===== src/include/flow_reasm_config.svh =====
`ifndef FLOW_REASM_CONFIG_SVH
`define FLOW_REASM_CONFIG_SVH

// Flow table
`define FR_FLOWS    4
`define FR_FLOW_W   2

// Node pool shared by all flows
`define FR_NODES    8
`define FR_NODE_W   3

// Segment fields
`define FR_SEQ_W    16
`define FR_LEN_W    8
`define FR_PKT_W    8

`endif


===== src/hdl/flow_reasm_pkg.sv =====
`default_nettype none

`include "flow_reasm_config.svh"

package flow_reasm_pkg;

    // Incoming segment
    typedef struct packed {
        logic [`FR_FLOW_W-1:0]  flow;
        logic [`FR_SEQ_W-1:0]   seq;
        logic [`FR_LEN_W-1:0]   len;
        logic [`FR_PKT_W-1:0]   pkt_id;
    } seg_t;

    // Per-flow state
    typedef struct packed {
        logic [`FR_SEQ_W-1:0]   exp_seq;
        logic [`FR_NODE_W-1:0]  head;
        logic                   list_valid;
    } flow_entry_t;

    // Held out-of-order segment, linked in seq order
    typedef struct packed {
        logic [`FR_SEQ_W-1:0]   seq;
        logic [`FR_LEN_W-1:0]   len;
        logic [`FR_PKT_W-1:0]   pkt_id;
        logic [`FR_NODE_W-1:0]  next;
        logic                   last;
    } node_t;

    typedef enum logic [1:0] {
        REL_IN_ORDER,
        REL_REORDERED,
        REL_DROP
    } rel_kind_t;

    typedef struct packed {
        logic [`FR_PKT_W-1:0]   pkt_id;
        rel_kind_t              kind;
    } rel_t;

endpackage

`default_nettype wire


===== src/hdl/flow_table.sv =====
`default_nettype none

`include "flow_reasm_config.svh"

module flow_table (
    input  logic                         clk,
    input  logic                         rst,
    input  logic [`FR_FLOW_W-1:0]        rd_flow,
    output flow_reasm_pkg::flow_entry_t  rd_entry,
    input  logic                         wr_en,
    input  logic [`FR_FLOW_W-1:0]        wr_flow,
    input  flow_reasm_pkg::flow_entry_t  wr_entry
);

flow_reasm_pkg::flow_entry_t entries [`FR_FLOWS];

assign rd_entry = entries[rd_flow];

// Every flow starts at seq 0 with no held segments
always_ff @(posedge clk) begin
    if (rst) begin
        for (int i = 0; i < `FR_FLOWS; i++) begin
            entries[i] <= '0;
        end
    end
    else if (wr_en) begin
        entries[wr_flow] <= wr_entry;
    end
end

// Write-back must target the flow the controller was working on
wr_flow_matches_read: assert property (
    @(posedge clk) disable iff (rst)
    wr_en |-> (wr_flow == $past(rd_flow))
) else $error("flow_table: write-back to flow %0d, but flow %0d was read",
              wr_flow, $past(rd_flow));

endmodule

`default_nettype wire


===== src/hdl/node_store.sv =====
`default_nettype none

`include "flow_reasm_config.svh"

module node_store (
    input  logic                     clk,
    input  logic                     rst,
    input  logic                     ins_start,
    input  logic [`FR_NODE_W-1:0]    ins_head,
    input  logic                     ins_list_valid,
    input  flow_reasm_pkg::node_t    ins_node,
    output logic                     ins_done,
    output logic                     ins_discard,
    output logic [`FR_NODE_W-1:0]    new_head,
    input  logic [`FR_NODE_W-1:0]    rd_ptr,
    output flow_reasm_pkg::node_t    rd_node,
    input  logic                     free_en,
    input  logic [`FR_NODE_W-1:0]    free_ptr
);

flow_reasm_pkg::node_t nodes [`FR_NODES];
logic [`FR_NODES-1:0]  free_map;

logic                  busy;
logic                  list_r;
logic                  has_free_r;
logic                  prev_valid;
logic [`FR_NODE_W-1:0] head_r;
logic [`FR_NODE_W-1:0] alloc_r;
logic [`FR_NODE_W-1:0] cur_ptr;
logic [`FR_NODE_W-1:0] prev_ptr;
flow_reasm_pkg::node_t new_r;
flow_reasm_pkg::node_t cur_node;
flow_reasm_pkg::node_t link_node;

logic                  any_free;
logic [`FR_NODE_W-1:0] free_idx;
logic                  before_cur;
logic                  do_discard;
logic                  do_link;
logic                  patch_en;
logic [`FR_NODE_W-1:0] patch_ptr;

assign cur_node = nodes[cur_ptr];
assign rd_node  = nodes[rd_ptr];

// Lowest free node
always_comb begin
    any_free = 1'b0;
    free_idx = '0;
    for (int i = `FR_NODES - 1; i >= 0; i--) begin
        if (free_map[i]) begin
            any_free = 1'b1;
            free_idx = `FR_NODE_W'(i);
        end
    end
end

// One list node is compared per cycle of the walk
assign before_cur = list_r && (cur_node.seq > new_r.seq);
assign do_discard = busy && (!has_free_r || (list_r && (cur_node.seq == new_r.seq)));
assign do_link    = busy && !do_discard && (!list_r || before_cur || cur_node.last);

// Predecessor to relink; none when the new node becomes the head
assign patch_en  = list_r && !(before_cur && !prev_valid);
assign patch_ptr = before_cur ? prev_ptr : cur_ptr;

always_comb begin
    link_node      = new_r;
    link_node.next = cur_ptr;
    link_node.last = !before_cur;
end

always_ff @(posedge clk) begin
    if (rst) begin
        busy     <= 1'b0;
        ins_done <= 1'b0;
        free_map <= '1;
    end
    else begin
        ins_done <= do_discard || do_link;
        if (ins_start && !busy) begin
            busy <= 1'b1;
        end
        else if (do_discard || do_link) begin
            busy <= 1'b0;
        end
        if (do_link) begin
            free_map[alloc_r] <= 1'b0;
        end
        if (free_en) begin
            free_map[free_ptr] <= 1'b1;
        end
    end
end

always_ff @(posedge clk) begin
    if (ins_start && !busy) begin
        new_r      <= ins_node;
        head_r     <= ins_head;
        list_r     <= ins_list_valid;
        has_free_r <= any_free;
        alloc_r    <= free_idx;
        cur_ptr    <= ins_head;
        prev_valid <= 1'b0;
    end
    else if (busy && !do_discard && !do_link) begin
        prev_ptr   <= cur_ptr;
        prev_valid <= 1'b1;
        cur_ptr    <= cur_node.next;
    end
    if (do_discard || do_link) begin
        ins_discard <= do_discard;
        new_head    <= patch_en ? head_r : alloc_r;
    end
    if (do_link) begin
        nodes[alloc_r] <= link_node;
        if (patch_en) begin
            nodes[patch_ptr].next <= alloc_r;
            nodes[patch_ptr].last <= 1'b0;
        end
    end
end

// A request during a walk would be ignored
ins_start_when_idle: assert property (
    @(posedge clk) disable iff (rst)
    ins_start |-> !busy
) else $error("node_store: insertion requested while a walk is running");

// A released node must have been allocated by an earlier insertion
free_of_used_node: assert property (
    @(posedge clk) disable iff (rst)
    free_en |-> !free_map[free_ptr]
) else $error("node_store: free of node %0d, which is already free", free_ptr);

endmodule

`default_nettype wire


===== src/hdl/reasm_ctrl.sv =====
`default_nettype none

`include "flow_reasm_config.svh"

module reasm_ctrl (
    input  logic                         clk,
    input  logic                         rst,
    input  logic                         seg_valid,
    input  flow_reasm_pkg::seg_t         seg,
    output logic                         ready,
    input  logic                         out_almost_full,
    output logic                         rel_valid,
    output flow_reasm_pkg::rel_t         rel,
    output logic [`FR_FLOW_W-1:0]        rd_flow,
    input  flow_reasm_pkg::flow_entry_t  rd_entry,
    output logic                         wr_en,
    output logic [`FR_FLOW_W-1:0]        wr_flow,
    output flow_reasm_pkg::flow_entry_t  wr_entry,
    output logic                         ins_start,
    output logic [`FR_NODE_W-1:0]        ins_head,
    output logic                         ins_list_valid,
    output flow_reasm_pkg::node_t        ins_node,
    input  logic                         ins_done,
    input  logic                         ins_discard,
    input  logic [`FR_NODE_W-1:0]        new_head,
    output logic [`FR_NODE_W-1:0]        rd_ptr,
    input  flow_reasm_pkg::node_t        rd_node,
    output logic                         free_en,
    output logic [`FR_NODE_W-1:0]        free_ptr
);

typedef enum logic [2:0] {
    S_IDLE,
    S_COMPARE,
    S_INS_WAIT,
    S_CHAIN,
    S_WRBACK
} state_t;

state_t                      state;
flow_reasm_pkg::seg_t        cur_seg;
flow_reasm_pkg::flow_entry_t cur_entry;
logic                        walk_gap;
logic [`FR_SEQ_W-1:0]        seg_end;
logic [`FR_SEQ_W-1:0]        node_end;
logic                        chain_hit;
logic                        chain_go;

assign ready   = (state == S_IDLE) && !out_almost_full;
assign rd_flow = (state == S_IDLE) ? seg.flow : cur_seg.flow;

assign seg_end  = cur_seg.seq + `FR_SEQ_W'(cur_seg.len);
assign node_end = rd_node.seq + `FR_SEQ_W'(rd_node.len);

// List head is due for release, either matching or stale
assign rd_ptr    = cur_entry.head;
assign chain_hit = cur_entry.list_valid && (rd_node.seq <= cur_entry.exp_seq);
assign chain_go  = (state == S_CHAIN) && chain_hit && !walk_gap && !out_almost_full;

assign free_en  = chain_go;
assign free_ptr = cur_entry.head;

assign ins_head       = cur_entry.head;
assign ins_list_valid = cur_entry.list_valid;

always_comb begin
    ins_node.seq    = cur_seg.seq;
    ins_node.len    = cur_seg.len;
    ins_node.pkt_id = cur_seg.pkt_id;
    ins_node.next   = '0;
    ins_node.last   = 1'b1;
end

assign wr_en    = (state == S_WRBACK);
assign wr_flow  = cur_seg.flow;
assign wr_entry = cur_entry;

always_ff @(posedge clk) begin
    if (rst) begin
        state     <= S_IDLE;
        rel_valid <= 1'b0;
        ins_start <= 1'b0;
        walk_gap  <= 1'b0;
    end
    else begin
        rel_valid <= 1'b0;
        ins_start <= 1'b0;
        case (state)
            S_IDLE: begin
                if (seg_valid && ready) begin
                    cur_seg   <= seg;
                    cur_entry <= rd_entry;
                    state     <= S_COMPARE;
                end
            end
            S_COMPARE: begin
                rel.pkt_id <= cur_seg.pkt_id;
                if (cur_seg.seq == cur_entry.exp_seq) begin
                    rel_valid         <= 1'b1;
                    rel.kind          <= flow_reasm_pkg::REL_IN_ORDER;
                    cur_entry.exp_seq <= seg_end;
                    walk_gap          <= 1'b1;
                    state <= cur_entry.list_valid ? S_CHAIN : S_WRBACK;
                end
                else if (cur_seg.seq > cur_entry.exp_seq) begin
                    ins_start <= 1'b1;
                    state     <= S_INS_WAIT;
                end
                else begin
                    rel_valid <= 1'b1;
                    rel.kind  <= flow_reasm_pkg::REL_DROP;
                    state     <= S_WRBACK;
                end
            end
            S_INS_WAIT: begin
                if (ins_done) begin
                    if (ins_discard) begin
                        rel_valid <= 1'b1;
                        rel.kind  <= flow_reasm_pkg::REL_DROP;
                    end
                    else begin
                        cur_entry.head       <= new_head;
                        cur_entry.list_valid <= 1'b1;
                    end
                    state <= S_WRBACK;
                end
            end
            S_CHAIN: begin
                // One idle cycle between releases, longer under back-pressure
                walk_gap <= 1'b0;
                if (!chain_hit) begin
                    state <= S_WRBACK;
                end
                else if (chain_go) begin
                    rel_valid  <= 1'b1;
                    rel.pkt_id <= rd_node.pkt_id;
                    if (rd_node.seq == cur_entry.exp_seq) begin
                        rel.kind          <= flow_reasm_pkg::REL_REORDERED;
                        cur_entry.exp_seq <= node_end;
                    end
                    else begin
                        rel.kind <= flow_reasm_pkg::REL_DROP;
                    end
                    cur_entry.head       <= rd_node.next;
                    cur_entry.list_valid <= !rd_node.last;
                    walk_gap             <= 1'b1;
                end
            end
            S_WRBACK: begin
                state <= S_IDLE;
            end
            default: begin
                state <= S_IDLE;
            end
        endcase
    end
end

seg_only_when_ready: assert property (
    @(posedge clk) disable iff (rst)
    seg_valid |-> ready
) else $error("reasm_ctrl: segment offered while ready is low");

endmodule

`default_nettype wire


===== src/hdl/flow_reassembly.sv =====
`default_nettype none

`include "flow_reasm_config.svh"

module flow_reassembly (
    input  logic                  clk,
    input  logic                  rst,
    input  logic                  seg_valid,
    input  flow_reasm_pkg::seg_t  seg,
    output logic                  ready,
    input  logic                  out_almost_full,
    output logic                  rel_valid,
    output flow_reasm_pkg::rel_t  rel
);

logic [`FR_FLOW_W-1:0]       rd_flow;
flow_reasm_pkg::flow_entry_t rd_entry;
logic                        wr_en;
logic [`FR_FLOW_W-1:0]       wr_flow;
flow_reasm_pkg::flow_entry_t wr_entry;

logic                        ins_start;
logic [`FR_NODE_W-1:0]       ins_head;
logic                        ins_list_valid;
flow_reasm_pkg::node_t       ins_node;
logic                        ins_done;
logic                        ins_discard;
logic [`FR_NODE_W-1:0]       new_head;
logic [`FR_NODE_W-1:0]       rd_ptr;
flow_reasm_pkg::node_t       rd_node;
logic                        free_en;
logic [`FR_NODE_W-1:0]       free_ptr;

flow_table u_flow_table (
    .clk      (clk),
    .rst      (rst),
    .rd_flow  (rd_flow),
    .rd_entry (rd_entry),
    .wr_en    (wr_en),
    .wr_flow  (wr_flow),
    .wr_entry (wr_entry)
);

node_store u_node_store (
    .clk            (clk),
    .rst            (rst),
    .ins_start      (ins_start),
    .ins_head       (ins_head),
    .ins_list_valid (ins_list_valid),
    .ins_node       (ins_node),
    .ins_done       (ins_done),
    .ins_discard    (ins_discard),
    .new_head       (new_head),
    .rd_ptr         (rd_ptr),
    .rd_node        (rd_node),
    .free_en        (free_en),
    .free_ptr       (free_ptr)
);

reasm_ctrl u_reasm_ctrl (
    .clk             (clk),
    .rst             (rst),
    .seg_valid       (seg_valid),
    .seg             (seg),
    .ready           (ready),
    .out_almost_full (out_almost_full),
    .rel_valid       (rel_valid),
    .rel             (rel),
    .rd_flow         (rd_flow),
    .rd_entry        (rd_entry),
    .wr_en           (wr_en),
    .wr_flow         (wr_flow),
    .wr_entry        (wr_entry),
    .ins_start       (ins_start),
    .ins_head        (ins_head),
    .ins_list_valid  (ins_list_valid),
    .ins_node        (ins_node),
    .ins_done        (ins_done),
    .ins_discard     (ins_discard),
    .new_head        (new_head),
    .rd_ptr          (rd_ptr),
    .rd_node         (rd_node),
    .free_en         (free_en),
    .free_ptr        (free_ptr)
);

endmodule

`default_nettype wire


===== config.mk =====
export PLATFORM = sky130hd
export DESIGN_NAME = flow_reassembly
export DESIGN_NICKNAME = d
export VERILOG_FILES = /design/src/hdl/flow_reasm_pkg.sv /design/src/hdl/flow_table.sv /design/src/hdl/node_store.sv /design/src/hdl/reasm_ctrl.sv /design/src/hdl/flow_reassembly.sv
export VERILOG_INCLUDE_DIRS = /design/src /design/src/include
export SDC_FILE = /design/constraint.sdc
export NUM_CORES = 1
export LEC_CHECK = 0
export BUFFER_PORTS_ARGS = -buffer_cell sky130_fd_sc_hd__buf_2
export CORE_MARGIN = 5
export CORE_UTILIZATION = 40
export DETAILED_ROUTE_END_ITERATION = 6
export SYNTH_ARGS = -nofsm -noshare
export SYNTH_HDL_FRONTEND = slang
export SYNTH_SLANG_ARGS = --single-unit

===== constraint.sdc =====
create_clock -name clk -period 6 [get_ports clk]
set_clock_uncertainty 0.15 [all_clocks]
set_input_delay 0.6 -clock clk [delete_from_list [all_inputs] [get_ports clk]]
set_output_delay 0.6 -clock clk [all_outputs]
set_load 0.02 [all_outputs]

# After elaboration in Yosys (flattened, before gate mapping)
# Memories as Yosys holds them, arrays and structs flattened. A register that Yosys moved wholly into a read port is not among the register bits.
# Cells that the tools add are included.
[word_totals]
regBits = 131
ram_bits = 368
in_bits = 38
elab_cells = 188
memories = 2
[memory_table]
columns = ["memory", "words", "word_bits", "read_ports", "rd_clocked_by_memory_dff", "write_ports", "line", "text"]
rows = [
  ["u_node_store.nodes", 8, 36, 2, 2, 2, "node_store.sv:21", "flow_reasm_pkg::node_t nodes [`FR_NODES];"],
  ["u_flow_table.entries", 4, 20, 1, 0, 4, "flow_table.sv:15", "flow_reasm_pkg::flow_entry_t entries [`FR_FLOWS];"],
]
[op_classes]
addsub = 2
n_lt_le_gt_ge = 7
n_eq_ne = 17
n_mux = 72
n_bitwise = 6
n_reduce_logical = 52
[ops]
columns = ["operator", "n"]
rows = [
  ["two-way mux 20 bit", 4],
  ["== test 16 bit", 3],
  ["two-way mux 3 bit", 16],
  ["case mux 16 bit (3 select lines)", 1],
  ["adder 16 x 8 -> 16 bit", 2],
  ["> comparator 16 bit", 2],
  ["two-way mux 16 bit", 2],
  ["two-way mux 1 bit", 25],
  ["two-way mux 8 bit", 3],
  ["AND reduction 7 bit", 3],
  ["two-way mux 10 bit", 2],
  ["OR reduction 20 bit", 1],
  ["two-way mux 2 bit", 9],
  ["logical AND 1 bit", 17],
  ["<= comparator 16 bit", 1],
  ["case mux 8 bit (2 select lines)", 1],
  ["!= test 2 bit, second input constant", 7],
  ["case mux 3 bit (4 select lines)", 1],
  ["case mux 4 bit (3 select lines)", 1],
  ["logical NOT 1 bit", 11],
  ["nonzero test 3 bit", 3],
  ["bitwise AND 8 bit", 1],
  ["less-than comparator 3 x 4 -> 1 bit, second input constant", 2],
  ["two-way mux 4 bit", 2],
  ["other kinds (23)", 36],
]

# Depth between registers and ports, before layout
[logic_depth]
depth_word = 12
ltp_mapped = 16
depth_no_buf = 12

# Modules after synthesis
# From an unflattened synthesis, not the netlist that was laid out.
[hier_totals]
cells_unflattened = 1484
hier_area_um2 = 23755.3
[modules_own_cells]
columns = ["mod", "n_inst", "cells_each", "area_each_um2", "seq_area_each_um2"]
rows = [
  ["node_store", 1, 832, 15511.1, 10349.9],
  ["reasm_ctrl", 1, 450, 4678.2, 2042.0],
  ["flow_table", 1, 202, 3565.9, 2402.3],
]

# Worst setup path before layout
# Ideal clock, no wire load.
[synth_path]
path_kind = "register to register"
start = "reg with a tool-made name"
end = "mem u_node_store.nodes[7][1] in the netlist's numbering, enable pin"
setup_ns = 0.300
arrival_ns = 4.980
required_time_ns = 5.550
path_slack_ns = 0.570
path_stages_with_launch = 13
path_buffers = 3
synth_period_minus_slack_ns = 5.430
cell_sequence = "dfxtp_1 > buf_2 > buf_1 > buf_2 > mux4_2 > mux2_2 > ha_1 > nand4_1 > nor2_1 > o2bb2ai_1 > o31ai_4 > a2111oi_4 > or2_2"
[synth_rtl]
columns = ["item", "line"]
rows = [
  ["end: declaration", "node_store.sv:21"],
]

==> impl_metrics.csv <==
group,metric,value,unit
logic_synthesis,netlist_area,0.02371,sq mm
worst_setup_path,critPathMaxFanout,22,
cts,clock_tree_from_tritoncts,"yes",
sta,slew-limit-headroom,0.2345,
layout,post_route_cells_drive_above_1_share,0.2441,
worst_setup_path,worst-r2r-cell-count,14,
logic_synthesis,synthArstFlopShare,0,
grt,first_global_vias,13810,
grt,grt_start_max_net_pins,41,
placed_design,place_hpwl,37.64,mm
cts,postCtsResizedCells,0,
layout,design.final.nets,1664,
worst_hold_path,worst_hold_path_type,"in2reg",
logic_synthesis,net_count_after_synthesis,1584,
placed_design,numPortBuffers,49,
cts,cts.clk_slew.worst_paths,0.06,ns
sta,worst_slew_pin_slew,1.148,ns
logic_synthesis,cells_after_synthesis,1480,
pwr,pwr_density_cell,299.3,mW/mm^2
worst_hold_path,hold_start,"seg[24]",
die,rows,89,
sta,setup_repair_after_global_routing_missed_its_margin,"false",
layout,layout_commonest_cell,"edfxtp_1",
worst_setup_path,setup.reg_to_reg.worst_slack,1.10,ns
layout,syn2layout_area_growth,13.13,%
die,initial_utilization,0.4024,
route,drcViolationCount,0,
worst_setup_path,cpMostUsedCell,"buf_12",
pwr,vdd_ir_drop_max,0.0002579,V
logic_synthesis,yosys.cell_types.count,83,
sta,report.final.setup_viol,0,
layout,final_cell_mix,"edfxtp_1 (474), mux4_2 (132), nand2_1 (89)",
sta,setup-tns-final,0,ns
grt,grt-ovfl-total,0,
worst_setup_path,worstPathRequired,6.31,ns
worst_setup_path,timing_worst_setup_path_type,"reg2reg",
run,number_of_max_cap_violations,0,
route,ant_nets,0,
outcome,outcome,"finished clean",
sta,achievable-frequency,204.3,MHz
logic_synthesis,synth_flop_cell,"edfxtp_1",
worst_setup_path,cell_with_the_largest_stage_delay_on_the_worst_path,"dfxtp_2",
route,drt_iter0_markers,1137,
logic_synthesis,synth-seq-area-share,0.6266,
layout,antenna-diode-count,0,
worst_setup_path,crit_family,"buffers and inverters",
worst_setup_path,critPathCaptureType,"flop",
die,core-area,0.05891,sq mm
worst_hold_path,worst_hold_path.endpoint,"u_reasm_ctrl.ins_node[28]$_DFFE_PP_",
grt,grt_first_pass_wirelength,87.48,mm
worst_setup_path,path_buf_inv,3,
route,wl_per_cell,24.02,um
die,io-pin-count,50,
cts,h-tree-depth,2,
cts,numClockSinks,505,
die,die_w,253.4,um
sta,setup_ws_final,1.104,ns
cts,cts.path.max_buffers,3,
logic_synthesis,yosysWarningCount,0,
worst_setup_path,worst_setup_path_start_kind,"flop",
logic_synthesis,synth-edff-count,474,
placed_design,place_ws,1.059,ns
sta,final_hold_viol_count,0,
sta,min_period_over_period,0.8159,
route,drt_total_wl,57.04,mm
layout,multiInputGateArea,0.008387,sq mm
route,drt-vias-per-instance,5.656,
route,dr_vias,13430,
cts,post-cts-setup-buffers,0,
sta,slew_violations,0,
cts,clockRootBuffer,"clkbuf_16",
cts,cts-hold-fix-buffers,13,
sta,fin_crit,4.896,ns
logic_synthesis,syn_avg_cell_area,16.02,sq um
pwr,cellLeakagePower,9.167,nW
die,die-height,253.4,um
worst_setup_path,timing.critical_path.slowest_cell_delay,0.65,ns
worst_setup_path,endpoint_of_the_worst_slack_reg_to_reg_timing_path,"u_node_store.nodes[2][0]$_SDFFE_PP0N_",
placed_design,gp_congestion,0.8179,
layout,regArea,0.01486,sq mm
die,dieArea,0.06423,sq mm
worst_setup_path,worst_ep_arrival_time,5.21,ns
grt,antenna_violations_before_repair,0,
worst_setup_path,critical_path.cell_chain,"buf_12 > mux4_2 > mux2_2 > ha_1 > nand4_1 > nor2_1 > o2bb2ai_1 > o31ai_4 > a21oi_2 > nand3_1 > inv_2 > buf_12 > mux2i_1 > a21oi_1",
cts,cts-buffers-inserted,51,
worst_hold_path,hold_depth,1,
route,drtPass1Iterations,5,
layout,filler_cell_count,5065,
grt,grt_use_total,0.1791,
logic_synthesis,yosys_register_bits,505,
cts,worst_skew_pair_latency,0.60,ns
## registers in the layout, indices dropped and copies added, names as in the netlist, 8 cells and up, named ones only
register	count
u_reasm_ctrl.rel	10
u_reasm_ctrl.ins_node	32
u_flow_table.entries	80
u_node_store.link_node	32
u_reasm_ctrl.wr_entry	16
u_node_store.nodes	288
u_node_store.free_map	8
## cells in the mapped netlist, types with 31 or more instances
| master | number | area (sq um) |
|---|---|---|
| a21oi_1 | 49 | 245.2 |
| inv_1 | 51 | 191.4 |
| mux4_2 | 132 | 2973 |
| nand2_1 | 89 | 334.1 |
| edfxtp_1 | 474 | 14230 |
| nor2_1 | 42 | 157.7 |
| and2_1 | 68 | 425.4 |
| clkbuf_1 | 40 | 150.1 |
| o21ai_0 | 42 | 210.2 |
| dfxtp_1 | 31 | 620.6 |
| mux2_2 | 45 | 506.7 |
| mux2i_1 | 49 | 490.5 |
| ha_1 | 64 | 800.8 |
## stage by stage
stage | cells | power (mW) | util | hold WS, ns | cell area [sq um]
finish | 2375 | 8.027 | 0.4553 | 0.03309 | 26820
global route | 2375 | 8.356 | 0.4553 | 0.005607 | 26820
CTS | 2375 | 8.104 | 0.4553 | 0.0003721 | 26820
detailed placement | 2267 | 5.009 | 0.4256 | 0.2920 | 25070
global placement | 2267 | 4.998 | 0.4256 | 0.2939 | 25070
floorplan | 1480 | 4.712 | - | 0.2744 | 23710
## cell type report
class,count,area share
clock buffer,70,0.05337
clock inverter,25,0.006998
inverter,54,0.007558
timing repair buffer,101,0.02911
sequential,505,0.5542
tap,773,0.03606
multi-input combinational,847,0.3127
## worst max-delay path by stage
stage	to	cells past startpoint
5_1_grt	flop	11
3_3_place_gp	flop	11
2_1_floorplan	u_node_store.nodes[7][1]$_DFFE_PP_	12
6_report	u_node_store.nodes[2][0]$_SDFFE_PP0N_	14
4_1_cts	flop	11
3_5_place_dp	flop	11
## layer usage
layer	track usage	part of all wire	vias to the layer above	routed length, um
met5	0	0	-	0
met4	0.04304	0.019	0	1064
met3	0.02742	0.053	68	3016
met2	0.2937	0.48	367	27610
met1	0.2542	0.44	6974	25350
li1	-	-	6023	-
## cell families (layout without fill, tap and decap cells)
| logic type | Yosys count | count (layout) | synth area share |
|---|---|---|---|
| flops | 505 | 505 | 0.6266 |
| simple gates | 329 | 329 | 0.07479 |
| mux | 229 | 229 | 0.1689 |
| compound gates | 197 | 197 | 0.06244 |
| buf+inv | 128 | 250 | 0.02222 |
| fa+ha+maj | 66 | 66 | 0.03547 |
| xor+xnor | 26 | 26 | 0.009606 |
## report_power, final
group / internal, mW / switching [mW]
logic: 0.433 / 0.507
clock network: 1.76 / 1.33
registers: 3.90 / 0.0992
Note: power is estimated with default switching activity, not from simulation.
